### src/hw/decode_cfg.svh
`ifndef DECODE_CFG_SVH
`define DECODE_CFG_SVH

// widths shared by the decode stage and its neighbours

// machine address width
// pc, jump targets and the predicted target all use it
`define M_WIDTH 32

// pattern history table index
// carried through decode untouched, back to the predictor
// on branch resolution
`define LG_PHT_SZ 12

// physical register index width
// 64 entries in the prf
// architectural numbers are only 5 bits
// and get zero extended up to this width
`define LG_PRF_ENTRIES 6

// the split of a jump target inside the micro-op
// low 16 bits ride in imm, the rest in jmp_imm
// so M_WIDTH has to stay above 16

`endif

### src/hw/decode_pkg.sv
`include "decode_cfg.svh"

package decode_pkg;

	// physical register index
	typedef logic [`LG_PRF_ENTRIES-1:0] preg_t;

	// rv32i major opcodes
	localparam logic [6:0] OPC_LOAD   = 7'h03;
	localparam logic [6:0] OPC_OP_IMM = 7'h13;
	localparam logic [6:0] OPC_AUIPC  = 7'h17;
	localparam logic [6:0] OPC_STORE  = 7'h23;
	localparam logic [6:0] OPC_OP     = 7'h33;
	localparam logic [6:0] OPC_LUI    = 7'h37;
	localparam logic [6:0] OPC_BRANCH = 7'h63;
	localparam logic [6:0] OPC_JALR   = 7'h67;
	localparam logic [6:0] OPC_JAL    = 7'h6f;
	localparam logic [6:0] OPC_SYSTEM = 7'h73;

	// the six instruction formats, msb first
	typedef struct packed {
		logic [6:0] funct7;
		logic [4:0] rs2;
		logic [4:0] rs1;
		logic [2:0] funct3;
		logic [4:0] rd;
		logic [6:0] opcode;
	} r_fmt_t;

	typedef struct packed {
		logic [11:0] imm_11_0;
		logic [4:0]  rs1;
		logic [2:0]  funct3;
		logic [4:0]  rd;
		logic [6:0]  opcode;
	} i_fmt_t;

	typedef struct packed {
		logic [6:0] imm_11_5;
		logic [4:0] rs2;
		logic [4:0] rs1;
		logic [2:0] funct3;
		logic [4:0] imm_4_0;
		logic [6:0] opcode;
	} s_fmt_t;

	// b-type scrambles the offset, bit 0 is implied zero
	typedef struct packed {
		logic       imm_12;
		logic [5:0] imm_10_5;
		logic [4:0] rs2;
		logic [4:0] rs1;
		logic [2:0] funct3;
		logic [3:0] imm_4_1;
		logic       imm_11;
		logic [6:0] opcode;
	} b_fmt_t;

	typedef struct packed {
		logic [19:0] imm_31_12;
		logic [4:0]  rd;
		logic [6:0]  opcode;
	} u_fmt_t;

	// j-type, same idea as b-type but 21 bit offset
	typedef struct packed {
		logic       imm_20;
		logic [9:0] imm_10_1;
		logic       imm_11;
		logic [7:0] imm_19_12;
		logic [4:0] rd;
		logic [6:0] opcode;
	} j_fmt_t;

	// one fetched word, read through whichever format applies
	typedef union packed {
		r_fmt_t r_fmt;
		i_fmt_t i_fmt;
		s_fmt_t s_fmt;
		b_fmt_t b_fmt;
		u_fmt_t u_fmt;
		j_fmt_t j_fmt;
	} rv_insn_t;

	// micro-op codes
	// II must stay zero, an all-zero uop is the illegal op
	typedef enum logic [5:0] {
		II = 6'd0,
		NOP,
		LB, LH, LW, LBU, LHU,
		SB, SH, SW,
		ADDI, XORI, ORI, ANDI,
		ADDU, SLL, XOR,
		AUIPC, LUI,
		BEQ, BNE, BLT, BGE, BLTU, BGEU,
		JAL, J, JALR, JR,
		BREAK
	} op_t;

	typedef struct packed {
		op_t                    op;
		preg_t                  srcA;
		logic                   srcA_valid;
		preg_t                  srcB;
		logic                   srcB_valid;
		preg_t                  dst;
		logic                   dst_valid;
		// predicted jalr target lives in imm and jmp_imm
		logic [15:0]            imm;
		logic [`M_WIDTH-17:0]   jmp_imm;
		logic [31:0]            rvimm;
		logic [`M_WIDTH-1:0]    pc;
		logic [`LG_PHT_SZ-1:0]  pht_idx;
		logic                   serializing_op;
		logic                   br_pred;
		logic                   is_br;
		logic                   is_mem;
		logic                   is_int;
		logic                   is_store;
	} uop_t;

	// arch register number into prf index width
	function automatic preg_t to_preg(input logic [4:0] areg);
		to_preg = {{(`LG_PRF_ENTRIES-5){1'b0}}, areg};
	endfunction

endpackage

### src/hw/rv_imm_gen.sv
`timescale 1ns/1ps

module rv_imm_gen
(
	input  decode_pkg::rv_insn_t insn,
	output logic [31:0]          rvimm
);
	import decode_pkg::*;

	logic [6:0]  opcode;
	logic [31:0] imm_i;
	logic [31:0] imm_s;
	logic [31:0] imm_b;
	logic [31:0] imm_u;
	logic [31:0] imm_j;

	// opcode sits in the same place in every format
	assign opcode = insn.r_fmt.opcode;

	// loads, op-imm, jalr
	assign imm_i = {{20{insn.i_fmt.imm_11_0[11]}}, insn.i_fmt.imm_11_0};

	// stores, offset split around rs2
	assign imm_s = {{20{insn.s_fmt.imm_11_5[6]}}, insn.s_fmt.imm_11_5, insn.s_fmt.imm_4_0};

	// branches
	// halfword offset so bit 0 is always zero
	assign imm_b = {{19{insn.b_fmt.imm_12}}, insn.b_fmt.imm_12, insn.b_fmt.imm_11,
			insn.b_fmt.imm_10_5, insn.b_fmt.imm_4_1, 1'b0};

	// lui and auipc, upper 20 bits only
	assign imm_u = {insn.u_fmt.imm_31_12, 12'd0};

	// jal, again halfword aligned
	assign imm_j = {{11{insn.j_fmt.imm_20}}, insn.j_fmt.imm_20, insn.j_fmt.imm_19_12,
			insn.j_fmt.imm_11, insn.j_fmt.imm_10_1, 1'b0};

	// pick by major opcode only
	// funct fields do not matter here
	always_comb
	begin
		case (opcode)
			OPC_LOAD, OPC_OP_IMM, OPC_JALR:
				rvimm = imm_i;
			OPC_STORE:
				rvimm = imm_s;
			OPC_BRANCH:
				rvimm = imm_b;
			OPC_LUI, OPC_AUIPC:
				rvimm = imm_u;
			OPC_JAL:
				rvimm = imm_j;
			// register ops, system and anything unknown
			default:
				rvimm = 32'd0;
		endcase
	end

endmodule

### src/hw/rv_op_decode.sv
`timescale 1ns/1ps
`include "decode_cfg.svh"

module rv_op_decode
(
	input  decode_pkg::rv_insn_t  insn,
	input  logic [`M_WIDTH-1:0]   pred_target,
	output decode_pkg::uop_t      fields
);
	import decode_pkg::*;

	logic [6:0] opcode;
	logic [2:0] funct3;
	logic [6:0] funct7;
	preg_t      rd;
	preg_t      rs1;
	preg_t      rs2;
	logic       rd_nz;
	logic       sys_zero;
	// result producing class, folds to NOP when rd is x0
	logic       writes_rd;
	uop_t       dec;

	// field positions shared by every format
	assign opcode = insn.r_fmt.opcode;
	assign funct3 = insn.r_fmt.funct3;
	assign funct7 = insn.r_fmt.funct7;

	// arch regs into prf index width
	assign rd  = to_preg(insn.r_fmt.rd);
	assign rs1 = to_preg(insn.r_fmt.rs1);
	assign rs2 = to_preg(insn.r_fmt.rs2);

	assign rd_nz = (insn.r_fmt.rd != 5'd0);

	// bits 31..7 all clear, i.e. ecall/ebreak style word with nothing set
	assign sys_zero = (insn.u_fmt.imm_31_12 == 20'd0) && (insn.u_fmt.rd == 5'd0);

	always_comb
	begin
		dec = '0;
		dec.op = II;
		writes_rd = 1'b0;
		case (opcode)
			OPC_LOAD:
			begin
				dec.dst = rd;
				dec.srcA = rs1;
				dec.dst_valid = rd_nz;
				// base register only needed if the load survives
				dec.srcA_valid = rd_nz;
				dec.is_mem = 1'b1;
				writes_rd = 1'b1;
				case (funct3)
					3'd0: dec.op = LB;
					3'd1: dec.op = LH;
					3'd2: dec.op = LW;
					3'd4: dec.op = LBU;
					3'd5: dec.op = LHU;
					default: dec.op = II;
				endcase
			end
			OPC_OP_IMM:
			begin
				dec.dst = rd;
				dec.srcA = rs1;
				dec.dst_valid = rd_nz;
				dec.srcA_valid = rd_nz;
				dec.is_int = 1'b1;
				writes_rd = 1'b1;
				// no slti/sltiu or shifts by immediate yet
				case (funct3)
					3'd0: dec.op = ADDI;
					3'd4: dec.op = XORI;
					3'd6: dec.op = ORI;
					3'd7: dec.op = ANDI;
					default: dec.op = II;
				endcase
			end
			OPC_STORE:
			begin
				dec.srcA = rs1;
				dec.srcB = rs2;
				dec.srcA_valid = 1'b1;
				dec.srcB_valid = 1'b1;
				dec.is_mem = 1'b1;
				dec.is_store = 1'b1;
				case (funct3)
					3'd0: dec.op = SB;
					3'd1: dec.op = SH;
					3'd2: dec.op = SW;
					default: dec.op = II;
				endcase
			end
			OPC_OP:
			begin
				dec.dst = rd;
				dec.dst_valid = rd_nz;
				// both sources read even if the result is dropped
				dec.srcA = rs1;
				dec.srcB = rs2;
				dec.srcA_valid = 1'b1;
				dec.srcB_valid = 1'b1;
				dec.is_int = 1'b1;
				writes_rd = 1'b1;
				// only the base encodings, funct7 zero
				if (funct7 == 7'd0)
				begin
					case (funct3)
						3'd0: dec.op = ADDU;
						3'd1: dec.op = SLL;
						3'd4: dec.op = XOR;
						default: dec.op = II;
					endcase
				end
			end
			OPC_AUIPC, OPC_LUI:
			begin
				dec.op = (opcode == OPC_LUI) ? LUI : AUIPC;
				dec.dst = rd;
				dec.dst_valid = rd_nz;
				dec.is_int = 1'b1;
				writes_rd = 1'b1;
			end
			OPC_BRANCH:
			begin
				dec.srcA = rs1;
				dec.srcB = rs2;
				dec.srcA_valid = 1'b1;
				dec.srcB_valid = 1'b1;
				// conditional branches resolve by op in the alu
				dec.is_int = 1'b1;
				case (funct3)
					3'd0: dec.op = BEQ;
					3'd1: dec.op = BNE;
					3'd4: dec.op = BLT;
					3'd5: dec.op = BGE;
					3'd6: dec.op = BLTU;
					3'd7: dec.op = BGEU;
					default: dec.op = II;
				endcase
			end
			OPC_JALR:
			begin
				dec.srcA = rs1;
				dec.srcA_valid = 1'b1;
				dec.is_int = 1'b1;
				dec.is_br = 1'b1;
				// predicted target split across imm and jmp_imm
				dec.imm = pred_target[15:0];
				dec.jmp_imm = pred_target[`M_WIDTH-1:16];
				if (rd_nz)
				begin
					dec.op = JALR;
					dec.dst = rd;
					dec.dst_valid = 1'b1;
				end
				else
					dec.op = JR;
			end
			OPC_JAL:
			begin
				// direct jump, always predicted taken
				dec.br_pred = 1'b1;
				dec.is_br = 1'b1;
				dec.is_int = 1'b1;
				if (rd_nz)
				begin
					dec.op = JAL;
					dec.dst = rd;
					dec.dst_valid = 1'b1;
				end
				else
					dec.op = J;
			end
			OPC_SYSTEM:
			begin
				dec.is_int = 1'b1;
				// the all-zero system word stops the machine
				// everything else in this space is ignored
				if (sys_zero)
				begin
					dec.op = BREAK;
					dec.serializing_op = 1'b1;
				end
				else
					dec.op = NOP;
			end
			default:
				dec.op = II;
		endcase

		// x0 destination, nothing to compute
		if (writes_rd && !rd_nz && dec.op != II)
			dec.op = NOP;

		// illegal op leaves no trace in the other fields
		if (dec.op == II)
			dec = '0;
	end

	assign fields = dec;

endmodule

### src/hw/decode_stage.sv
`timescale 1ns/1ps
`include "decode_cfg.svh"

module decode_stage
(
	input  logic                   clk,
	input  logic                   rst_n,
	input  logic                   insn_valid,
	input  logic [31:0]            insn,
	input  logic [`M_WIDTH-1:0]    pc,
	input  logic [`LG_PHT_SZ-1:0]  pht_idx,
	input  logic [`M_WIDTH-1:0]    pred_target,
	output logic                   uop_valid,
	output decode_pkg::uop_t       uop
);
	import decode_pkg::*;

	rv_insn_t    insn_u;
	uop_t        fields;
	logic [31:0] rvimm;
	uop_t        uop_next;

	// same word seen through the format views
	assign insn_u = rv_insn_t'(insn);

	// op, registers and class flags
	rv_op_decode i_op_decode
	(
		.insn        (insn_u),
		.pred_target (pred_target),
		.fields      (fields)
	);

	// sign extended immediate
	rv_imm_gen i_imm_gen
	(
		.insn  (insn_u),
		.rvimm (rvimm)
	);

	// merge both decoders with the fetch metadata
	always_comb
	begin
		uop_next = fields;
		uop_next.rvimm = rvimm;
		uop_next.pc = pc;
		uop_next.pht_idx = pht_idx;
	end

	// one cycle through decode
	// a bubble drops valid but keeps the last uop
	always_ff @(posedge clk or negedge rst_n)
	begin
		if (!rst_n)
		begin
			uop_valid <= 1'b0;
			uop <= '0;
		end
		else
		begin
			uop_valid <= insn_valid;
			if (insn_valid)
			begin
				uop <= uop_next;
			end
		end
	end

endmodule

### config.mk
export PLATFORM = sky130hd
export DESIGN_NAME = decode_stage
export DESIGN_NICKNAME = d
export VERILOG_FILES = /design/src/hw/decode_pkg.sv /design/src/hw/rv_imm_gen.sv /design/src/hw/rv_op_decode.sv /design/src/hw/decode_stage.sv
export VERILOG_INCLUDE_DIRS = /design/src /design/src/hw
export SDC_FILE = /design/constraint.sdc
export NUM_CORES = 1
export LEC_CHECK = 0
export BUFFER_PORTS_ARGS = -buffer_cell sky130_fd_sc_hd__buf_4
export CAP_MARGIN = 20
export CORE_MARGIN = 1
export CORE_UTILIZATION = 55
export DETAILED_ROUTE_END_ITERATION = 6
export HOLD_SLACK_MARGIN = 0.08
export PLACE_DENSITY = 0.9
export RECOVER_POWER = 25
export SLEW_MARGIN = 10
export SYNTH_ARGS = -nofsm -noshare
export SYNTH_HDL_FRONTEND = slang
export SYNTH_HIERARCHICAL = 1
export SYNTH_SLANG_ARGS = --single-unit
### constraint.sdc
create_clock -name clk -period 2.8 [get_ports clk]
set_clock_uncertainty 0.2 [all_clocks]
set_input_delay 0.56 -clock clk [delete_from_list [all_inputs] [get_ports clk]]
set_output_delay 0.56 -clock clk [all_outputs]
set_load 0.02 [all_outputs]
==> metrics.yaml <==
outcome:
  status: "completed"
timing:
  relSlewSlack_pct: 32.8
  setup_viol: 0
  min_period_ps: 2720
  period_share_pct: 97.3
  maxSlewViolCount: 0
  fmax_mhz: 367
  rsz0062_at_grt: "false"
  hold_viol: 0
  fin_hold_ws_ps: 165
  tightestPinTransition_ps: 1010
floorplan:
  dieArea_um2: 13700
  dieHeight_um: 117
  coreArea_um2: 12800
  start_util_pct: 57.0
  io_pins: 253
  rows: 41
  die_x_um: 117
cts:
  cts-root-buf: "clkbuf_16"
  cts_sinks: 142
  cts_tree: "built"
  htreeDepth: 4
  clock_latency_ps: 420
  clk_pin_slew_ps: 60
  cts.path.max_buffers: 2
  cts_setup_buffers: 0
  cts_buffers: 17
grt:
  antenna_found_initial: 0
  grt_pass1_vias: 6190
  grt_remaining_overflow: 0
  grt_start_max_net_pins: 74
  grt_pass1_wl_mm: 32.8
  grt_use_total_pct: 32.6
finish:
  final_layout_size_suffix_gt1_share_pct: 59.4
  design_area_um2: 10300
  stdcell_count: 1053
  final_util_pct: 81.0
  synthToLayoutAreaGrowth_pct: 42.1
  nets: 980
  antenna_cells: 0
placement:
  dpl_cell_area_um2: 9770
  dp.cells: 1021
  place_hpwl_mm: 16.1
  port_buffers: 252
  gp_congestion: 0.902
route:
  first_iter_violations: 532
  wl_mm: 22.0
  ant_nets: 0
  drt-pass1-iter-count: 5
  routedWlPerCell_um: 20.9
  drc_errors: 0
  dr_wl_met3_mm: 1.73
  vias: 6054
  met1Wirelength_mm: 8.33
  top_layer_used: "met4"
  vias_per_cell: 5.75
  wl_met2_mm: 11.1
critical_path:
  critPathCapture: "uop[123]"
  r2r-end: "uop[27]"
  arrival_ps: 2880
  cp-startpoint: "insn[28]"
  start_kind: "input pin"
  path_max_fanout: 10
  reg2regPathDepth: 1
  r2r-start: "uop[27]"
  path_class: "input pin to flip-flop"
  cp.required_ps: 2960
  ff2ff_setup_slack_ps: 1770
  crit_path_end_kind: "flip-flop"
pwr:
  p_leak_nw: 5.30
  ir_drop_mv: 0.539
  power.total_mw: 5.44
  powerDensity_nw_per_um2: 526
run:
  drv_cap: 0
logic_synthesis:
  ys_warn_count: 6
  synth_area_um2: 7280
  postSynthAreaPerCell_um2: 13.1
  synthCells: 557
hold_path:
  hold_class: "input pin to flip-flop"
## stage by stage
| stage | worst slack [ps] | setup TNS [ps] |
|---|---|---|
| floorplan | 16.1 | 0 |
| global placement | -296 | -4980 |
| detailed placement | -351 | -5580 |
| CTS | 62.6 | 0 |
| global route | 15.6 | 0 |
| finish | 76.5 | 0 |
## cells in the final DEF, fill, tap and decap left out, types with 9 or more instances in the layout
cell type and n:
buf_4 325, dfrtp_1 142, mux2_4 81, mux2_2 50
and2_1 33, nand3_1 19, nand2_1 18, clkbuf_16 17
o21ai_0 15, nor2_1 11, mux2_1 10, and3_1 10
inv_1 9
## power by group
group | internal, mW | switching [mW] | leakage (nW)
combinational | 0.411 | 0.427 | 3.14
sequential | 2.14 | 0.0556 | 1.87
clock | 1.50 | 0.911 | 0.292
total | 4.05 | 1.39 | 5.30
## what timing repair did
action | 4_1_cts | 5_1_grt
setup endpoints to repair | 0 | 10
hold buffers | 1 | 0
resized for setup | 0 | 3
endpoints found under the hold margin | 34 | 0
## final cells by class
class | count | area (µm²)
Clock inverter | 12 | 185
Inverter | 9 | 33.8
Clock buffer | 19 | 433
Tap cell | 172 | 215
Sequential cell | 142 | 3550
Fill cell | 724 | 2430
Multi-Input combinational cell | 367 | 3410
Timing Repair Buffer | 332 | 2510
## state kept, by name, indices dropped and copies added (netlist names)
name	cells
uop_valid	1
uop	141
## worst max-delay path, stage by stage
cell and delay [ps]:
buf_4 120, nor4_1 340, buf_4 180, nand2_1 60, buf_4 150, nor4_1 360, nor4_1 140, and3_1 190
and3_1 220, buf_12 160, nor3_2 220, mux2_4 180
## metal layers
metal  vias up  track usage, %
met3        67            8.60
met4         0            16.5
li1       2619               -
met1      3011            38.7
met5         -               0
met2       357            54.7
## how the worst min path moves through the flow
stage            from       to  slack (ps)  cells past startpoint
6_report       pc[24]  uop[42]         170                      2
4_1_cts         pc[2]  uop[20]         150                      2
2_1_floorplan   rst_n   uop[0]          60                      0
3_3_place_gp    rst_n  uop[69]         260                      1
5_1_grt         pc[1]  uop[19]         150                      2
3_5_place_dp    rst_n  uop[66]         270                      1
Note: power is estimated with default switching activity, not from simulation.
